## src/design/vdma_pkg.sv

```systemverilog
package vdma_pkg;

    // one pixel as it comes off the video port
    parameter int PIXEL_W      = 32;
    // four pixels share one memory beat
    parameter int PIX_PER_BEAT = 4;
    parameter int BEAT_W       = PIXEL_W * PIX_PER_BEAT;
    parameter int BEAT_BYTES   = BEAT_W / 8;

    // byte address on the memory side
    parameter int ADDR_W       = 32;
    // axi4 awlen field
    parameter int LEN_W        = 8;
    // active pixels per line
    parameter int HACT_W       = 16;

    typedef logic [PIXEL_W-1:0] pixel_t;
    typedef logic [BEAT_W-1:0]  beat_t;
    typedef logic [ADDR_W-1:0]  addr_t;
    typedef logic [LEN_W-1:0]   len_t;

    // one burst request, planner to writer
    // len is in axi form, beats minus one
    typedef struct packed {
        addr_t addr;
        len_t  len;
    } burst_cmd_t;

endpackage
```

## src/design/fifo_if.sv

```systemverilog
`timescale 1ns/1ps
interface fifo_if #(
    parameter type T = logic
);

    // write side
    logic push;
    T     push_data;
    logic full;
    // early warning, threshold set by the fifo
    logic almost_full;

    // read side, head shown while not empty
    logic pop;
    T     pop_data;
    logic empty;

    modport writer (
        output push,
        output push_data,
        input  full,
        input  almost_full
    );

    modport reader (
        output pop,
        input  pop_data,
        input  empty
    );

    // fifo itself
    modport store (
        input  push,
        input  push_data,
        output full,
        output almost_full,
        input  pop,
        output pop_data,
        output empty
    );

endinterface

```

## src/design/pixel_packer.sv

```systemverilog
`timescale 1ns/1ps
module pixel_packer (
    input  logic            clock,
    input  logic            rst_n,
    input  logic            fsync,
    input  logic            de,
    input  vdma_pkg::pixel_t idata,
    fifo_if.writer          beats
);

    localparam int CNT_W = $clog2(vdma_pkg::PIX_PER_BEAT);

    // pixel slot within the current beat
    logic [CNT_W-1:0] pix_cnt;
    logic             beat_done;
    logic             push_q;
    vdma_pkg::beat_t  beat_q;

    // fourth pixel of a beat being sampled now
    assign beat_done = de && (pix_cnt == CNT_W'(vdma_pkg::PIX_PER_BEAT - 1));

    // shift right, newest pixel enters at the top
    // so after four pixels pixel 0 sits in the low bits
    always_ff @(posedge clock) begin
        if (de) begin
            beat_q <= {idata, beat_q[vdma_pkg::BEAT_W-1:vdma_pkg::PIXEL_W]};
        end
    end

    always_ff @(posedge clock) begin
        if (!rst_n) begin
            pix_cnt <= '0;
            push_q  <= 1'b0;
        end else begin
            // frame start realigns the packing
            if (fsync) begin
                pix_cnt <= '0;
            end else if (de) begin
                pix_cnt <= pix_cnt + 1'b1;
            end
            // push lands one cycle after the fourth pixel
            push_q <= beat_done && !fsync;
        end
    end

    assign beats.push      = push_q;
    // beat_q only changes at the edge that takes the push
    assign beats.push_data = beat_q;

    // video cannot stall, so a full fifo here means lost pixels
    no_overflow: assert property (
        @(posedge clock) disable iff (!rst_n)
        beats.push |-> !beats.full
    ) else $error("beat fifo overflow");

endmodule

```

## src/flat_wrapper.sv

```systemverilog
// flat-port wrapper written by rule: the top's interface ports become plain ports
module pixel_packer_flat 
  (clock, rst_n, fsync, de, idata, beats_push, beats_push_data, beats_full, beats_almost_full);
  fifo_if beats_i ();
  input  logic clock;
  input  logic rst_n;
  input  logic fsync;
  input  logic de;
  input  vdma_pkg::pixel_t idata;
  output wire logic [$bits(beats_i.push)-1:0] beats_push;
  output wire logic [$bits(beats_i.push_data)-1:0] beats_push_data;
  input wire logic [$bits(beats_i.full)-1:0] beats_full;
  input wire logic [$bits(beats_i.almost_full)-1:0] beats_almost_full;
  assign beats_push = beats_i.push;
  assign beats_push_data = beats_i.push_data;
  assign beats_i.full = beats_full;
  assign beats_i.almost_full = beats_almost_full;
  pixel_packer u_core (.clock(clock), .rst_n(rst_n), .fsync(fsync), .de(de), .idata(idata), .beats(beats_i));
endmodule
```

## config.mk

```make
export PLATFORM = sky130hd
export DESIGN_NAME = pixel_packer_flat
export DESIGN_NICKNAME = d
export VERILOG_FILES = /design/src/design/vdma_pkg.sv /design/src/design/fifo_if.sv /design/src/design/pixel_packer.sv /design/src/flat_wrapper.sv
export SDC_FILE = /design/constraint.sdc
export NUM_CORES = 1
export LEC_CHECK = 0
export BUFFER_PORTS_ARGS = -buffer_cell sky130_fd_sc_hd__buf_2
export CAP_MARGIN = 20
export CORE_AREA = 2 2 39 41
export CTS_CLUSTER_DIAMETER = 100
export DETAILED_ROUTE_END_ITERATION = 10
export DIE_AREA = 0 0 41 43
export PLACE_DENSITY = 0.6
export SLEW_MARGIN = 20
export SYNTH_ARGS = -nofsm -noshare
export SYNTH_HDL_FRONTEND = slang
export SYNTH_SLANG_ARGS = --single-unit
```

## constraint.sdc

```tcl
create_clock -name clock -period 2.35 [get_ports clock]
set_input_delay 0.1175 -clock clock [delete_from_list [all_inputs] [get_ports clock]]
set_output_delay 0.1175 -clock clock [all_outputs]
set_load 0.05 [all_outputs]
```

**Word level (Yosys, flattened, before mapping)**

Cells that the tools add are included.
Widths: inputs -> output; s select.

- Input port bits: 38
- Register bits: 131
- Word-level logic and storage cells: 10

- Bitwise operators: 1
- Add/subtract/negate cells: 1
- Reductions and logical operators: 4
- Eq/ne operators: 1

Operators by type and width:

| kind | count |
|---|---|
| $add 2x1->2 const B | 1 |
| $eq 2x2->1 const B | 1 |
| $logic_and 1x1->1 | 2 |
| $reduce_or 2->1 | 1 |
| $logic_not 1->1 | 1 |
| $not 1->1 | 1 |

**Longest topological paths before layout**

- Depth after elaboration: 3
- Mapped depth: 3

**Worst setup path before layout**

No wires, ideal clock.

- Path type: reg2reg
- Start point: register u_core.pix_cnt[0]
- End point: register u_core.pix_cnt[1]
- Stages on the path, launching flop included: 4
- Path slack: 1.499 ns
- Arrival: 0.737 ns
- Cell sequence: dfxtp_1 ha_1 mux2i_1 nor2_1

- Word-level cells in the longest chain between the ends: 1

Ends and longest elaborated chain:

| element | line | RTL |
|---|---|---|
| from (decl) | pixel_packer.sv:14 | `logic [CNT_W-1:0] pix_cnt;` |
| from (signal assigned) | pixel_packer.sv:39 | `pix_cnt <= pix_cnt + 1'b1;` |
| $add 2x1->2 | pixel_packer.sv:39 |  |

No other way between the ends.
A chain may end at the register's enable or synchronous reset.

**Worst setup path after layout**

- Start point: register u_core.beat_q[0]
- End point: output port beats_push_data

RTL lines:

| element | line | RTL |
|---|---|---|
| from (decl) | pixel_packer.sv:17 | `vdma_pkg::beat_t beat_q;` |
| from (signal assigned) | pixel_packer.sv:26 | `beat_q <= {idata, beat_q[vdma_pkg::BEAT_W-1:vdma_pkg::PIXEL_W]};` |
| to (decl) | flat_wrapper.sv:11 | `output wire logic [$bits(beats_i.push_data)-1:0] beats_push_data;` |

No word-level cell between the ends.

==> results.sh <==
export IMPL_r2r_slack_ns=1.46
export IMPL_antenna_cells=0
export IMPL_powerDensity_nw_per_um2=838
export IMPL_cp_required_ns=2.23
export IMPL_gr_total_overflow=0
export IMPL_mostFrequentLayoutCell="buf_2"
export IMPL_cts_hold_buf=0
export IMPL_dp_hpwl_um=224
export IMPL_grt_pass1_wl_um=517
export IMPL_clock_root_buffer="clkbuf_4"
export IMPL_ctsResizeCount=0
export IMPL_whs_path_depth=1
export IMPL_cts_path_max_buffers=2
export IMPL_area_growth_pct=32.8
export IMPL_reg2reg_from="u_core.pix_cnt[0]"
export IMPL_ys_ff_latch=7
export IMPL_yosysUniqueCellTypes=8
export IMPL_core_area_um2=1380
export IMPL_cts_inserted_buffers=3
export IMPL_synth_compound_area_frac=0
export IMPL_slowest_delay_ns=0.32
export IMPL_grt_use_total=0.0547
export IMPL_synthMuxAreaShare=0.0430
export IMPL_tns_ns=0
export IMPL_yosysSeqAreaShare=0.774
export IMPL_wl_per_cell_um=7.71
export IMPL_die_w_um=41
export IMPL_post_place_ws_ns=1.46
export IMPL_io_pins=40
export IMPL_avgSynthCellArea_um2=15.5
export IMPL_drt_iter0_markers=4
export IMPL_crit_chain="buf_2"
export IMPL_synth_nets=54
export IMPL_end_kind="primary output"
export IMPL_routed_wl_um=316
export IMPL_fin_area_um2=309
export IMPL_cts_max_level=1
export IMPL_cp_top_family="flip-flops"
export IMPL_r2r_end="u_core.pix_cnt[1]"
export IMPL_hold_path_endpoint="u_core.beat_q[96]"
export IMPL_crit_slowest_cell="edfxtp_1"
export IMPL_firstDrtPassIters=2
export IMPL_antenna_found_initial=0
export IMPL_cts_sinks=7
export IMPL_fin_skew_ns=0.00569
export IMPL_num_vias=135
export IMPL_vias_per_cell=3.29
export IMPL_p_leak_uw=0.000128
export IMPL_irDropWorstVdd_mv=0.468
export IMPL_rsz0062_at_grt="false"
export IMPL_rows=14
export IMPL_layout_common_cells="buf_2 (6), edfxtp_1 (4), nor2_1 (3), clkbuf_4 (3), dfxtp_1 (3)"
export IMPL_min_path_type="in -> reg"
export IMPL_cp_arrival_ns=0.82
export IMPL_cts_clk_slew_worst_paths_ns=0.05
export IMPL_fin_crit_sh=0.398
export IMPL_worstRegToRegCells=3
export IMPL_crit_start="u_core.beat_q[0]"
export IMPL_ant_nets=0
export IMPL_finalCriticalPeriod_ns=0.936
export IMPL_nNetsFinal=65
export IMPL_hp_start="idata[0]"
export IMPL_critPathBufInv=1
export IMPL_cap_violations=0
export IMPL_slew_headroom=0.835
export IMPL_initial_utilization=0.168
export IMPL_yosys_area_share_simple=0.0914
export IMPL_die_h_um=43
export IMPL_gp_congestion=0.566
export IMPL_grt_max_degree=8
export IMPL_syn_inst=15
export IMPL_drv_slew=0
export IMPL_dpl_cell_area_um2=283
export IMPL_start_kind="flip-flop"
export IMPL_max_freq_ghz=1.07
export IMPL_drc=0
export IMPL_whs_ns=0.0499
export IMPL_outcome="finished, final reports clean"
export IMPL_port_buffers=6
export IMPL_synth_cell_area_um2=233
export IMPL_hold_violations=0
export IMPL_tightest_slew_ns=0.249
export IMPL_synth_adder_area_share=0.0538
export IMPL_cts_tree="yes"
export IMPL_cts_setup_buffers=0
export IMPL_worstPathMaxFanout=1
export IMPL_setup_viol_count_final=0
export IMPL_layout_setup_ws_ns=1.41
export IMPL_drive_gt1_frac=0.360
export IMPL_criticalPathCategory="reg -> out"
export IMPL_clk_latency_ns=0.25
export IMPL_grt_pass1_vias=129
export IMPL_synth_top_family_by_area="simple AND/OR/NAND/NOR gates"
export IMPL_ys_warn_count=0
export IMPL_synthXorXnorAreaFrac=0.0376
export IMPL_die_area_um2=1760
-- flip-flops by register name (all words and copies together), names as in the netlist --
register           count
u_core.beats.push      1
u_core.beat_q          4
u_core.pix_cnt         2
-- kinds of logic after synthesis --
logic type	Yosys count
mux	1
fa+ha+maj	1
flops	7
xor+xnor	1
simple gates	5
-- per-layer routing --
layer | part of all wire | global-route usage | vias up
li1 | - | - | 70
met1 | 0.41 | 0.0530 | 55
met2 | 0.34 | 0.0531 | 10
met3 | 0.24 | 0.0942 | 0
met4 | 0 | 0.0200 | 0
met5 | 0 | 0 | -
-- cell usage after synthesis, drive strengths merged --
cell    number  area, um^2
edfxtp       4         120
nand2b       1        6.26
dfxtp        3        60.1
ha           1        12.5
nor2         3        11.3
xnor2        1        8.76
nand2        1        3.75
mux2i        1        10.0
-- where the power goes --
part,leakage [uW],internal (uW),switching [uW],total [uW]
Clock,0.0000150,64.7,42.2,107
Combinational,0.0000497,5.66,8.30,14.0
Sequential,0.0000635,136,1.75,138
-- metrics by stage --
stage	utilization	instances	total power, uW
after global placement	0.204	37	154
after floorplan	-	15	148
after CTS	0.223	41	265
after detailed placement	0.204	37	155
after global routing	0.223	41	280
final	0.223	41	259
-- worst max-delay path by stage --
stage	cells after the start	end	slack [ns]
6_report	1	beats_push_data	1.41
5_1_grt	1	beats_push_data	1.36
4_1_cts	1	beats_push_data	1.40
3_5_place_dp	3	u_core.pix_cnt[1]	1.46
3_3_place_gp	3	u_core.pix_cnt[1]	1.48
2_1_floorplan	3	u_core.pix_cnt[1]	1.50
-- final cells by class --
cell class                 instances  area (um^2)
multi-input combinational          8         52.6
timing repair buffer               6         30.0
tap                               16         20.0
fill                             147         1070
clock buffer                       4         26.3
sequential                         7          180
(Power assumes the default switching activity.)
