===== src/design/fifo_if.sv =====
`timescale 1ns/1ps
interface fifo_if #(
    parameter type T = logic
);

    // write side
    logic push;
    T     push_data;
    logic full;
    // early warning, threshold set by the fifo
    logic almost_full;

    // read side, head shown while not empty
    logic pop;
    T     pop_data;
    logic empty;

    modport writer (
        output push,
        output push_data,
        input  full,
        input  almost_full
    );

    modport reader (
        output pop,
        input  pop_data,
        input  empty
    );

    // fifo itself
    modport store (
        input  push,
        input  push_data,
        output full,
        output almost_full,
        input  pop,
        output pop_data,
        output empty
    );

endinterface


===== src/design/sync_fifo.sv =====
`timescale 1ns/1ps
module sync_fifo #(
    parameter type T               = logic,
    parameter int  DEPTH           = 8,
    parameter int  ALMOST_FULL_GAP = 2
)(
    input  logic   clock,
    input  logic   rst_n,
    fifo_if.store  port
);

    localparam int PTR_W = (DEPTH > 1) ? $clog2(DEPTH) : 1;
    localparam int CNT_W = $clog2(DEPTH + 1);

    // payload storage
    T mem [DEPTH];

    logic [PTR_W-1:0] wr_ptr;
    logic [PTR_W-1:0] rd_ptr;
    // occupancy drives all the flags
    logic [CNT_W-1:0] count;

    always_ff @(posedge clock) begin
        if (port.push) begin
            mem[wr_ptr] <= port.push_data;
        end
    end

    // pointers wrap at DEPTH even for a depth that is not a power of two
    always_ff @(posedge clock) begin
        if (!rst_n) begin
            wr_ptr <= '0;
            rd_ptr <= '0;
        end else begin
            if (port.push) begin
                wr_ptr <= (wr_ptr == PTR_W'(DEPTH - 1)) ? '0 : wr_ptr + 1'b1;
            end
            if (port.pop) begin
                rd_ptr <= (rd_ptr == PTR_W'(DEPTH - 1)) ? '0 : rd_ptr + 1'b1;
            end
        end
    end

    always_ff @(posedge clock) begin
        if (!rst_n) begin
            count <= '0;
        end else begin
            case ({port.push, port.pop})
                2'b10:   count <= count + 1'b1;
                2'b01:   count <= count - 1'b1;
                default: count <= count;
            endcase
        end
    end

    assign port.empty       = (count == '0);
    assign port.full        = (count == CNT_W'(DEPTH));
    assign port.almost_full = (count >= CNT_W'(DEPTH - ALMOST_FULL_GAP));

    // first word fall through
    // head visible one cycle after its push
    assign port.pop_data    = mem[rd_ptr];

endmodule


===== src/flat_wrapper.sv =====
// flat-port wrapper written by rule: the top's interface ports become plain ports
module sync_fifo_flat 
#(
    parameter type T               = logic,
    parameter int  DEPTH           = 8,
    parameter int  ALMOST_FULL_GAP = 2
)
  (clock, rst_n, port_push, port_push_data, port_full, port_almost_full, port_pop, port_pop_data, port_empty);
  fifo_if #(.T(T)) port_i ();
  input  logic clock;
  input  logic rst_n;
  input wire logic [$bits(port_i.push)-1:0] port_push;
  input wire logic [$bits(port_i.push_data)-1:0] port_push_data;
  output wire logic [$bits(port_i.full)-1:0] port_full;
  output wire logic [$bits(port_i.almost_full)-1:0] port_almost_full;
  input wire logic [$bits(port_i.pop)-1:0] port_pop;
  output wire logic [$bits(port_i.pop_data)-1:0] port_pop_data;
  output wire logic [$bits(port_i.empty)-1:0] port_empty;
  assign port_i.push = port_push;
  assign port_i.push_data = port_push_data;
  assign port_full = port_i.full;
  assign port_almost_full = port_i.almost_full;
  assign port_i.pop = port_pop;
  assign port_pop_data = port_i.pop_data;
  assign port_empty = port_i.empty;
  sync_fifo #(.T(T), .DEPTH(DEPTH), .ALMOST_FULL_GAP(ALMOST_FULL_GAP)) u_core (.clock(clock), .rst_n(rst_n), .port(port_i));
endmodule

===== config.mk =====
export PLATFORM = sky130hd
export DESIGN_NAME = sync_fifo_flat
export DESIGN_NICKNAME = d
export VERILOG_FILES = /design/src/design/fifo_if.sv /design/src/design/sync_fifo.sv /design/src/flat_wrapper.sv
export SDC_FILE = /design/constraint.sdc
export NUM_CORES = 1
export LEC_CHECK = 0
export ABC_AREA = 1
export BUFFER_PORTS_ARGS = -buffer_cell sky130_fd_sc_hd__buf_2
export CAP_MARGIN = 20
export CELL_PAD_IN_SITES_DETAIL_PLACEMENT = 1
export CELL_PAD_IN_SITES_GLOBAL_PLACEMENT = 1
export CORE_ASPECT_RATIO = 0.8
export CORE_UTILIZATION = 35
export DETAILED_ROUTE_END_ITERATION = 10
export PLACE_DENSITY = 0.72
export SLEW_MARGIN = 20
export SYNTH_ARGS = -nofsm -noshare
export SYNTH_HDL_FRONTEND = slang
export SYNTH_SLANG_ARGS = --single-unit

===== constraint.sdc =====
create_clock -name clock -period 2.2 [get_ports clock]
set_input_delay 0.22 -clock clock [delete_from_list [all_inputs] [get_ports clock]]
set_output_delay 0.22 -clock clock [all_outputs]
set_load 0.005 [all_outputs]

* After elaboration in Yosys (flattened, before gate mapping)
Memory sizes are Yosys's and may differ from the RTL's. A register that Yosys moved wholly into a read port is not among the register bits.
Index checks and enable logic that the tools add are counted.
** Storage, ports and cells
- Flip-flop bits (word level) :: 10
- Bits in writable memories :: 8
- Input bits :: 5
- Output and inout bits :: 4
- Word-level logic and storage cells :: 23
- Memories kept :: 1
** Operators by class
- $add $sub $neg :: 4
- $lt $le $gt $ge :: 1
- Equality and inequality tests :: 5
- Multiplexer cells :: 7
- Reduce and logical (&&, ||, !) cells :: 2
** Memory list
- u_core.mem :: depth 8, width 1, rd ports 1, clocked after memory_dff 1, wr ports 1, RTL line sync_fifo.sv:16 : T mem [DEPTH];
** Operators by type and width (number)
- $mux W3 :: 4
- $pmux W4 S2 :: 1
- $add A3 B1 Y3 const B :: 2
- $eq A3 B3 Y1 const B :: 2
- $add A4 B1 Y4 const B :: 1
- $eq A4 B4 Y1 const B :: 1
- $ge A4 B3 Y1 const B :: 1
- $logic_not A4 Y1 :: 1
- $sub A4 B1 Y4 const B :: 1
- $eq A2 B1 Y1 const B :: 1
- $eq A2 B2 Y1 const B :: 1
- $mux W1 :: 2
- $reduce_bool A2 Y1 :: 1

* Longest topological paths before layout
- Depth after elaboration :: 4
- Depth in mapped cells :: 11
- Depth with buffers taken out :: 11

* Worst setup path after synthesis
No wires, ideal clock.
- Kind :: input to register
- Start point :: in port_push
- End point :: reg u_core.count[2]
- Library setup time :: 0.113 ns
- Arrival time :: 1.239 ns
- Required time :: 2.087 ns
- Setup slack :: 0.848 ns
- Cell stages on the path :: 10
- Path buffers :: 0
- Cell sequence :: inv_1 > ha_1 > nand2_1 > inv_2 > nor2_4 > ha_1 > a21oi_1 > xnor2_1 > o21ai_1 > inv_1
** Between the ends
- Cells in the longest elaborated chain, start to end :: 2
- Elaborated cells on any way between the ends :: 4
- Those cells by class :: eq/ne (2); mux (1); reduce/logical (1)
** RTL lines
- start, declared :: RTL line flat_wrapper.sv:12 : input wire logic [$bits(port_i.push)-1:0] port_push;
- $eq A2 B1 Y1 / $eq A2 B2 Y1 (equally long branches) :: RTL line sync_fifo.sv:48 : case ({port.push, port.pop})
- $pmux W4 S2 / $reduce_bool A2 Y1 (equally long branches)
- end signal, assigned :: RTL line sync_fifo.sv:49 : 2'b10: count <= count + 1'b1;
- end signal, assigned :: RTL line sync_fifo.sv:50 : 2'b01: count <= count - 1'b1;
- end signal, assigned :: RTL line sync_fifo.sv:51 : default: count <= count;
- end, declared :: RTL line sync_fifo.sv:21 : logic [CNT_W-1:0] count;
Parallel ways exist; a longest one is shown, timed or not.
A chain may end at the register's enable or synchronous reset.

* Worst setup path after layout
- Start point :: reg u_core.count[0]
- End point :: out port_full
** Between the ends
- Cells in the longest elaborated chain, start to end :: 1
** RTL lines
- $eq A4 B4 Y1 :: RTL line sync_fifo.sv:57 : assign port.full = (count == CNT_W'(DEPTH));
- end, declared :: RTL line flat_wrapper.sv:14 : output wire logic [$bits(port_i.full)-1:0] port_full;
Every way passes these cells.

==> impl_metrics.json <==
{
  "dp_hpwl_um": 1630,
  "dieArea_um2": 3070,
  "first_global_vias": 788,
  "wl_per_cell_um": 11.9,
  "area_growth_pct": 11.3,
  "final_antenna_net_count": 0,
  "gr-usage-all-layers": 0.153,
  "avgSynthCellArea_um2": 8.52,
  "vias": 765,
  "cp.required_ns": 1.98,
  "cts_setup_buffers": 0,
  "p_leak_nw": 0.493,
  "io_buffers": 8,
  "ctsResizeCount": 0,
  "die_y_um": 49.7,
  "place_congestion": 0.782,
  "coreArea_um2": 2560,
  "cp_max_fo": 5,
  "layout.cells.non_filler": 165,
  "firstDrtPassIters": 4,
  "setup_violations": 0,
  "tritoncts": "yes",
  "synth_fp_nets": 129,
  "grt.overflow.total": 0,
  "outcome": "finished, final reports clean",
  "cap_violations": 0,
  "hold_path_class": "in2reg",
  "die_x_um": 61.7,
  "cts_buffers": 3,
  "grt_antenna_before_repair": 0,
  "rsz0062_at_grt": "false",
  "cts_sinks": 21,
  "route.detailed.drc": 0,
  "syn_area_um2": 997,
  "synth_cell_types": 20,
  "cts_buffer_depth": 2,
  "grt_pass1_wl_um": 3400,
  "yosysSeqAreaShare": 0.502,
  "final_util": 0.433,
  "num_antenna_cells": 0,
  "start_kind": "flop",
  "ys_warn_count": 0,
  "drt_iter0_markers": 35,
  "hold_viol_final": 0,
  "start_util": 0.389,
  "final.setup_skew_ns": 0.00554,
  "clkSlewWorstSetupHoldPaths_ns": 0.12,
  "arrival_ns": 1.30,
  "powerDensity_nw_per_um2": 700,
  "dp_cells": 161,
  "fin_crit_ns": 1.52,
  "drive_above_1_share": 0.147,
  "cts-root-buf": "clkbuf_4",
  "slew_violations": 0,
  "ys_ff_latch": 21,
  "io_pins": 9,
  "grt_max_degree": 13,
  "rows": 16,
  "routed_wl_um": 1960,
  "maxSlewHeadroom": 0.821,
  "critPathKind": "reg2out",
  "pre_cts_ws_ns": 0.567,
  "cts_htree_levels": 1,
  "tightest_slew_ns": 0.267,
  "insertion_delay_ns": 0.30,
  "endpoint_kind": "output port",
  "final_nets": 142,
  "fmax_mhz": 659,
  "layout_setup_ws_ns": 0.682,
  "ir_worst_vdd_mv": 0.311,
  "vias_per_cell": 4.64,
  "finalCritPeriodShare": 0.690,
  "setup-tns-final_ns": 0,
  "cts_hold_buffers": 0,
  "syn_inst": 117,
  "worst_hold_slack_ns": 0.182
}
[where the power goes]
| part | leakage (nW) | switching, W | internal, W |
|---|---|---|---|
| combinational | 0.295 | 0.0000800 | 0.0000587 |
| sequential | 0.180 | 0.0000255 | 0.000429 |
| clock | 0.0177 | 0.000116 | 0.0000679 |
[Yosys cell counts]
cell | count | area share
a211oi_1 | 1 | 0.0075
a21oi_1 | 11 | 0.055
dfxtp_1 | 13 | 0.26
edfxtp_1 | 8 | 0.24
ha_1 | 7 | 0.088
inv_1 | 16 | 0.060
inv_2 | 2 | 0.0075
nand2_1 | 16 | 0.060
nand2_2 | 1 | 0.0063
nand3_1 | 4 | 0.020
nand3_2 | 1 | 0.010
nor2_1 | 17 | 0.064
nor2_2 | 1 | 0.0063
nor2_4 | 1 | 0.011
nor3_1 | 2 | 0.010
o21a_1 | 1 | 0.0075
o21ai_0 | 9 | 0.045
o21ai_1 | 3 | 0.015
or2_2 | 1 | 0.0063
xnor2_1 | 2 | 0.018
[per-stage QoR]
step	area, um2	total power (W)
2_1_floorplan	997	0.000554
3_3_place_gp	1080	0.000597
3_5_place_dp	1080	0.000603
6_report	1110	0.000777
4_1_cts	1110	0.000793
5_1_grt	1110	0.000835
[cell families (layout without fill, tap and decap cells)]
logic type,Yosys count,in the layout,share of synthesized area
xor gates and xnor gates,2,2,0.0176
DFF,21,21,0.502
buffers and inverters,18,30,0.0678
AOI/OAI and AO/OA,25,25,0.130
and+or+nand+nor,44,44,0.194
adders and majority gates,7,7,0.0878
[worst paths after layout]
path	cells after the start	startpoint	slack, ns	end
worst max register to register	8	u_core.count[1]	0.87	u_core.count[2]
worst min register to register	2	u_core.rd_ptr[1]	0.51	u_core.rd_ptr[1]
worst min-delay path	1	port_push_data	0.18	u_core.mem[6]
worst max-delay path	3	u_core.count[0]	0.68	port_full
[layout make-up]
type                       instances  area, um2
timing repair buffer               8       40.0
clock buffer                       3       22.5
clock inverter                     1       5.00
tap                               36       45.0
multi-input combinational         78        429
sequential                        21        500
fill                             336       1450
inverter                          18       67.6
[cells in the final DEF, fill, tap and decap left out, drive strengths merged, types with 2 or more instances in the layout]
master / instances
buf: 8
nor3: 2
edfxtp: 8
nand3: 5
clkbuf: 3
o21ai: 12
nand2: 17
inv: 18
a21oi: 11
xnor2: 2
ha: 7
nor2: 19
dfxtp: 13
[critical path: stages, from the launching register on]
cell and delay (ns):
dfxtp_1 0.39, or2_2 0.32, nor3_1 0.13, buf_2 0.14
[routing by layer]
layer | up-vias | track usage | share of wire
met3 | 0 | 0.0551 | 0.035
met5 | - | 0 | 0
met1 | 345 | 0.214 | 0.52
met4 | 0 | 0.0222 | 0
met2 | 12 | 0.229 | 0.45
li1 | 408 | - | -
(Power assumes the default switching activity.)
