**src/design/vdma_pkg.sv**
```systemverilog
package vdma_pkg;

    // one pixel as it comes off the video port
    parameter int PIXEL_W      = 32;
    // four pixels share one memory beat
    parameter int PIX_PER_BEAT = 4;
    parameter int BEAT_W       = PIXEL_W * PIX_PER_BEAT;
    parameter int BEAT_BYTES   = BEAT_W / 8;

    // byte address on the memory side
    parameter int ADDR_W       = 32;
    // axi4 awlen field
    parameter int LEN_W        = 8;
    // active pixels per line
    parameter int HACT_W       = 16;

    typedef logic [PIXEL_W-1:0] pixel_t;
    typedef logic [BEAT_W-1:0]  beat_t;
    typedef logic [ADDR_W-1:0]  addr_t;
    typedef logic [LEN_W-1:0]   len_t;

    // one burst request, planner to writer
    // len is in axi form, beats minus one
    typedef struct packed {
        addr_t addr;
        len_t  len;
    } burst_cmd_t;

endpackage
```
**src/design/fifo_if.sv**
```systemverilog
`timescale 1ns/1ps
interface fifo_if #(
    parameter type T = logic
);

    // write side
    logic push;
    T     push_data;
    logic full;
    // early warning, threshold set by the fifo
    logic almost_full;

    // read side, head shown while not empty
    logic pop;
    T     pop_data;
    logic empty;

    modport writer (
        output push,
        output push_data,
        input  full,
        input  almost_full
    );

    modport reader (
        output pop,
        input  pop_data,
        input  empty
    );

    // fifo itself
    modport store (
        input  push,
        input  push_data,
        output full,
        output almost_full,
        input  pop,
        output pop_data,
        output empty
    );

endinterface

```
**src/design/burst_planner.sv**
```systemverilog
`timescale 1ns/1ps
module burst_planner #(
    parameter int BURST_LEN   = 16,
    parameter int LINE_STRIDE = 4096
)(
    input  logic                       clock,
    input  logic                       rst_n,
    input  logic                       fsync,
    input  logic                       de,
    input  vdma_pkg::addr_t            baseaddr,
    input  logic [vdma_pkg::HACT_W-1:0] hactive,
    fifo_if.writer                     cmds
);

    // beats per line, hactive over four
    localparam int BEATS_W = vdma_pkg::HACT_W - 2;

    logic                de_q;
    logic                de_rise;
    // still emitting commands for this line
    logic                busy;
    logic [BEATS_W-1:0]  remaining;
    logic [BEATS_W-1:0]  covered;
    logic [BEATS_W-1:0]  chunk;
    logic [BEATS_W-1:0]  line_beats;
    vdma_pkg::addr_t     line_base;
    vdma_pkg::burst_cmd_t cmd;

    assign de_rise    = de && !de_q;
    assign line_beats = hactive[vdma_pkg::HACT_W-1:2];

    // full burst, or whatever is left as the tail
    assign chunk = (remaining > BEATS_W'(BURST_LEN)) ? BEATS_W'(BURST_LEN) : remaining;

    always_comb begin
        cmd.addr = line_base
                 + vdma_pkg::addr_t'(covered) * vdma_pkg::addr_t'(vdma_pkg::BEAT_BYTES);
        cmd.len  = vdma_pkg::len_t'(chunk - 1'b1);
    end

    // one command per cycle while busy
    assign cmds.push      = busy;
    assign cmds.push_data = cmd;

    always_ff @(posedge clock) begin
        if (!rst_n) begin
            de_q      <= 1'b0;
            busy      <= 1'b0;
            remaining <= '0;
            covered   <= '0;
            line_base <= '0;
        end else begin
            de_q <= de;
            // new frame restarts at the base address
            if (fsync) begin
                line_base <= baseaddr;
            end
            if (de_rise) begin
                remaining <= line_beats;
                covered   <= '0;
                // empty line, nothing to plan
                busy      <= (line_beats != '0);
            end else if (busy) begin
                remaining <= remaining - chunk;
                covered   <= covered + chunk;
                // last command of the line goes out now
                if (remaining == chunk) begin
                    busy      <= 1'b0;
                    line_base <= line_base + vdma_pkg::addr_t'(LINE_STRIDE);
                end
            end
        end
    end

    // packer groups pixels in fours with no per line flush
    hact_aligned: assert property (
        @(posedge clock) disable iff (!rst_n)
        de_rise |-> (hactive[1:0] == 2'b00)
    ) else $error("hactive not a multiple of four");

    // writer must keep up with the line rate
    no_cmd_overflow: assert property (
        @(posedge clock) disable iff (!rst_n)
        cmds.push |-> !cmds.full
    ) else $error("command fifo overflow");

endmodule

```
**src/flat_wrapper.sv**
```systemverilog
// flat-port wrapper written by rule: the top's interface ports become plain ports
module burst_planner_flat 
#(
    parameter int BURST_LEN   = 16,
    parameter int LINE_STRIDE = 4096
)
  (clock, rst_n, fsync, de, baseaddr, hactive, cmds_push, cmds_push_data, cmds_full, cmds_almost_full);
  fifo_if cmds_i ();
  input  logic clock;
  input  logic rst_n;
  input  logic fsync;
  input  logic de;
  input  vdma_pkg::addr_t baseaddr;
  input  logic [vdma_pkg::HACT_W-1:0] hactive;
  output wire logic [$bits(cmds_i.push)-1:0] cmds_push;
  output wire logic [$bits(cmds_i.push_data)-1:0] cmds_push_data;
  input wire logic [$bits(cmds_i.full)-1:0] cmds_full;
  input wire logic [$bits(cmds_i.almost_full)-1:0] cmds_almost_full;
  assign cmds_push = cmds_i.push;
  assign cmds_push_data = cmds_i.push_data;
  assign cmds_i.full = cmds_full;
  assign cmds_i.almost_full = cmds_almost_full;
  burst_planner #(.BURST_LEN(BURST_LEN), .LINE_STRIDE(LINE_STRIDE)) u_core (.clock(clock), .rst_n(rst_n), .fsync(fsync), .de(de), .baseaddr(baseaddr), .hactive(hactive), .cmds(cmds_i));
endmodule
```
**config.mk**
```make
export PLATFORM = sky130hd
export DESIGN_NAME = burst_planner_flat
export DESIGN_NICKNAME = d
export VERILOG_FILES = /design/src/design/vdma_pkg.sv /design/src/design/fifo_if.sv /design/src/design/burst_planner.sv /design/src/flat_wrapper.sv
export SDC_FILE = /design/constraint.sdc
export NUM_CORES = 1
export LEC_CHECK = 0
export BUFFER_PORTS_ARGS = -buffer_cell sky130_fd_sc_hd__buf_4
export CELL_PAD_IN_SITES_DETAIL_PLACEMENT = 2
export CELL_PAD_IN_SITES_GLOBAL_PLACEMENT = 2
export CORE_MARGIN = 4
export CORE_UTILIZATION = 25
export DETAILED_ROUTE_END_ITERATION = 12
export PLACE_DENSITY = 0.82
export SLEW_MARGIN = 15
export SYNTH_ARGS = -nofsm -noshare
export SYNTH_HDL_FRONTEND = slang
export SYNTH_SLANG_ARGS = --single-unit
```
**constraint.sdc**
```tcl
create_clock -name clock -period 4.6 [get_ports clock]
set_input_delay 0.92 -clock clock [delete_from_list [all_inputs] [get_ports clock]]
set_output_delay 0.92 -clock clock [all_outputs]
set_load 0.1 [all_outputs]
```
Word level (Yosys, flattened, before mapping) --
Cells that the tools add are included. W data, S select, Z words.
Storage, ports and cells: register bits after elaboration 16, word-level logic and storage cells 17
Operators by class: add/sub/neg operators 2, reductions and logical operators 4, equality and inequality tests 1, order comparisons 1, mux-type cells 6
Operators by type and width (number):
- $mux W14 | 3
- $eq A14 B14 Y1 | 1
- $gt A14 B5 Y1 const B | 1
- $reduce_bool A14 Y1 | 1
- $sub A14 B14 Y14 | 1
- $mux W1 | 3
- $reduce_bool A2 Y1 | 1
- $logic_and A1 B1 Y1 | 1
- $logic_not A1 Y1 | 1
- $sub A1 B1 Y1 const B | 1

Longest topological paths before layout --
depth in word-level cells 6, gate-level depth with buffers 9, depth with buffers taken out 8

Least setup slack after synthesis --
No wires, ideal clock.
path kind register to output, start register u_core.remaining[8], end output port cmds_push_data, data arrival time 1.696 ns, path slack 1.984 ns, required time 3.680 ns, path buffers 0, stages on the path, launching flop included 4, cell sequence dfxtp_1 > nor4_4 > and3_1 > nand3_1
On the way: word-level cells in the longest chain between the ends 3
Ends and longest elaborated chain:
- start, declared | RTL line burst_planner.sv:22 | logic [BEATS_W-1:0] remaining;
- start signal, assigned | RTL line burst_planner.sv:59 | remaining <= line_beats;
- start signal, assigned | RTL line burst_planner.sv:64 | remaining <= remaining - chunk;
- $gt A14 B5 Y1 | RTL line burst_planner.sv:33 | assign chunk = (remaining > BEATS_W'(BURST_LEN)) ? BEATS_W'(BURST_LEN) : remaining;
- $mux W14 | RTL line burst_planner.sv:33
- $sub A1 B1 Y1 | RTL line burst_planner.sv:38 | cmd.len = vdma_pkg::len_t'(chunk - 1'b1);
- end, declared | RTL line flat_wrapper.sv:16 | output wire logic [$bits(cmds_i.push_data)-1:0] cmds_push_data;
Every way passes these cells.

Worst setup path after layout --
start register u_core.remaining[8], end register u_core.remaining[8]
On the way: word-level cells in the longest chain between the ends 5
Ends and longest elaborated chain:
- $gt A14 B5 Y1 | RTL line burst_planner.sv:33
- $mux W14 | RTL line burst_planner.sv:33
- $sub A14 B14 Y14 (*) | RTL line burst_planner.sv:64
- $mux W14 (*) | RTL line burst_planner.sv:63 | end else if (busy) begin
- $mux W14 (*) | RTL line burst_planner.sv:58 | if (de_rise) begin
Mark *: on every way between the ends. The rest lies on a longest branch, timed or not. The select of a mux whose other input is x is not followed. A chain may end at the register's enable or synchronous reset.

==> summary.md <==
| Metric | Value |
|---|---|
| Status | finished, final reports clean |
| Max FO, Critical Path | 7 |
| DRT Pass-1 Iters | 4 |
| Capturing element type of the critical path | flop |
| Hold Violations, Final | 0 |
| Rel. slew slack | 0.4071 |
| First-pass GRT wire length | 5.844 mm |
| CP peak stage delay | 0.50 ns |
| Fillers | 457 |
| Asr flop ratio synth | 0 |
| Core area | between 4000 and 5000 um^2 |
| Ys Warns | 0 |
| DRT antenna net count | 0 |
| DIE HEIGHT | 72.26 um |
| Initial Util | 0.2581 |
| Layout cell share with drive strength beyond 1 | 0.1971 |
| Clk sinks | 16 |
| # hold bufs at CTS | 0 |
| F_max | 348.0 MHz |
| Largest cells by area after synthesis | dfxtp_1, a21oi_1, nor2_1 |
| GRT Overall Usage | 0.1444 |
| Multi-input gate area | around 630 um^2 |
| # rows | 23 |
| Synth unique cells | 47 |
| # setup viols final | 0 |
| Ant diodes | 0 |
| Avg Vias per Cell | approximately 5.5 |
| Hold Path Cell Cnt | 2 |
| Post-DP HPWL | 2.658 mm |
| Placed Area | 1175 um^2 |
| Buffers added on ports | 18 |
| Hold slack | approximately 0.54 ns |
| Fin nets | 194 |
| CTS buffer count | 3 |
| Fin crit share | 0.6247 |
| Power density over the cells | 329.5 nW/um^2 |
| Area leader, netlist | dfxtp_1 |
| PnR Total Power | 400.7 uW |
| Routed len/inst | between 15 and 20 um |
| GRT overflow | 0 |
| Post-CTS Setup Inserts | 0 |
| CP startpoint kind | flop |
| Post-cts resize count | 0 |
| Reg area | 320.3 um^2 |
| Max cap viols | 0 |
| FF+latch count, synth | 16 |
| Worst skew pair latency | 0.26 ns |
| CTS tree | done |
| Critical Setup Path Class | flop to flop |
| CP required | 4.70 ns |
| Cell depth of the worst flop-to-flop path | 8 |
| Maximum clock path buffer count | 2 |
| CP max-delay cell | or3b_2 |
| Worst Tran Pin Value | approximately 0.9 ns |
| Post-Layout Inst Area | 1216 um^2 |
| Die X | just over 70 um |
| Pins Over Slew Limit | 0 |
| Post-synth EDFFs | 0 |
| Area Growth Syn to Fin | 17.82% |
| Peak supply drop | 0.1929 mV |
| Post-Syn Area | 1032 um^2 |
| Minimum clock period | 2.874 ns |
| Clock root buffer | clkbuf_8 |
| Total negative slack | 0 ns |
| Crit path cell chain | nor4_4 -> nand4_1 -> nand2_1 -> ha_1 -> or3b_2 -> o2111ai_1 -> xor2_1 -> a21oi_1 |
| # DRC | 0 |
| Number of I/O pins | 56 |
| DR iter-0 viols | 28 |
| Layout Utilization | 0.3040 |
| Top-count cell post-synth | dfxtp_1 |
| Syn_nets | 178 |
| Largest net degree at the start of global routing | 26 |
| Mapped Cells | 123 |
| Die Area | 5221 um^2 |
| Clk pin slew, worst setup/hold paths | approximately 0.070 ns |
| Final clock skew | 0.002386 ns |
| Yosys top cell area share | 0.3103 |
| Post-Route WL | about 3.6 mm |
| H-tree Lvls | 1 |
| LEAKAGE | between 0.4 and 0.5 nW |
| Antenna violations before repair | 0 |
| Hold Path Class | flop to flop |
| DR vias | 1024 |
| RSZ-0062 raised after global routing | no |
| GPL Wtd Cong | 0.7688 |
| Critical Path AT | around 3.0 ns |
| Vias in the first global route | 1184 |
| Most common library cells after synthesis | dfxtp_1, a21oi_1, nor2_1 |
| Mean Syn Cell Area | 8.392 um^2 |
| Top_reg_cell synth | dfxtp_1 |
| Seq/Total Area, Yosys | 0.3103 |
-- registers in the layout (all words and copies together), names as in the netlist --
register and count:
u_core.remaining 14, u_core.de_q 1, u_core.cmds.push 1
-- per-stage QoR --
stage / setup slack (ns) / cells
final: 1.726 / 187
after global routing: 1.553 / 187
after CTS: 1.751 / 187
after detailed placement: 1.784 / 184
after global placement: 1.857 / 184
after floorplan: 1.984 / 123
-- area by class of cell --
cell class | count | area share
Tap cell | 50 | 0.05144
Multi-Input combinational cell | 95 | 0.5216
Timing Repair Buffer | 19 | 0.1173
Inverter | 4 | 0.01235
Sequential cell | 16 | 0.2634
Clock buffer | 3 | 0.03395
-- cell families after synthesis --
family | synth area share
other | 0.003633
multiplexers | 0.02909
AND/OR/NAND/NOR | 0.2715
adder cells (fa/ha/maj) | 0.01212
AO/OA/AOI/OAI | 0.2643
buffers and inverters | 0.07513
XOR/XNOR | 0.03395
flip-flops | 0.3103
-- where the power goes --
group,switching [mW],internal [mW]
clock,0.0540,0.0583
combinational,0.0669,0.0483
sequential,0.0222,0.151
-- path summary, 6_finish.rpt --
path | slack [ns] | startpoint | to
max | 1.73 | u_core.remaining[8] | u_core.remaining[8]
min | 0.54 | u_core.remaining[6] | u_core.remaining[6]
max reg2reg | 1.73 | u_core.remaining[8] | u_core.remaining[8]
min reg2reg | 0.54 | u_core.remaining[6] | u_core.remaining[6]
-- metal layers --
layer / up-vias / part of all wire / track usage / wire length [um]
met4: 0 / 0.015 / 0.03340 / 52
met1: 500 / 0.42 / 0.1660 / 1511
met3: 6 / 0.037 / 0.02355 / 131
met2: 19 / 0.53 / 0.2750 / 1887
li1: 499 / - / - / -
met5: - / 0 / 0 / 0
-- critical path, delay by kind of cell, from the launching register on --
family	cells	cell delay, ns
fa+ha+maj	1	0.36
flops	1	0.39
compound gates	2	0.32
simple gates	4	1.45
xor+xnor	1	0.18
-- cells in the final DEF, fill, tap and decap left out, types with 5 or more instances in the layout --
master / instances
buf_4: 19
dfxtp_1: 16
nor2_1: 10
a21oi_1: 10
o21ai_0: 7
nand2_1: 6
nand3_1: 5
nor4_1: 5
Note: power is estimated with default switching activity, not from simulation.
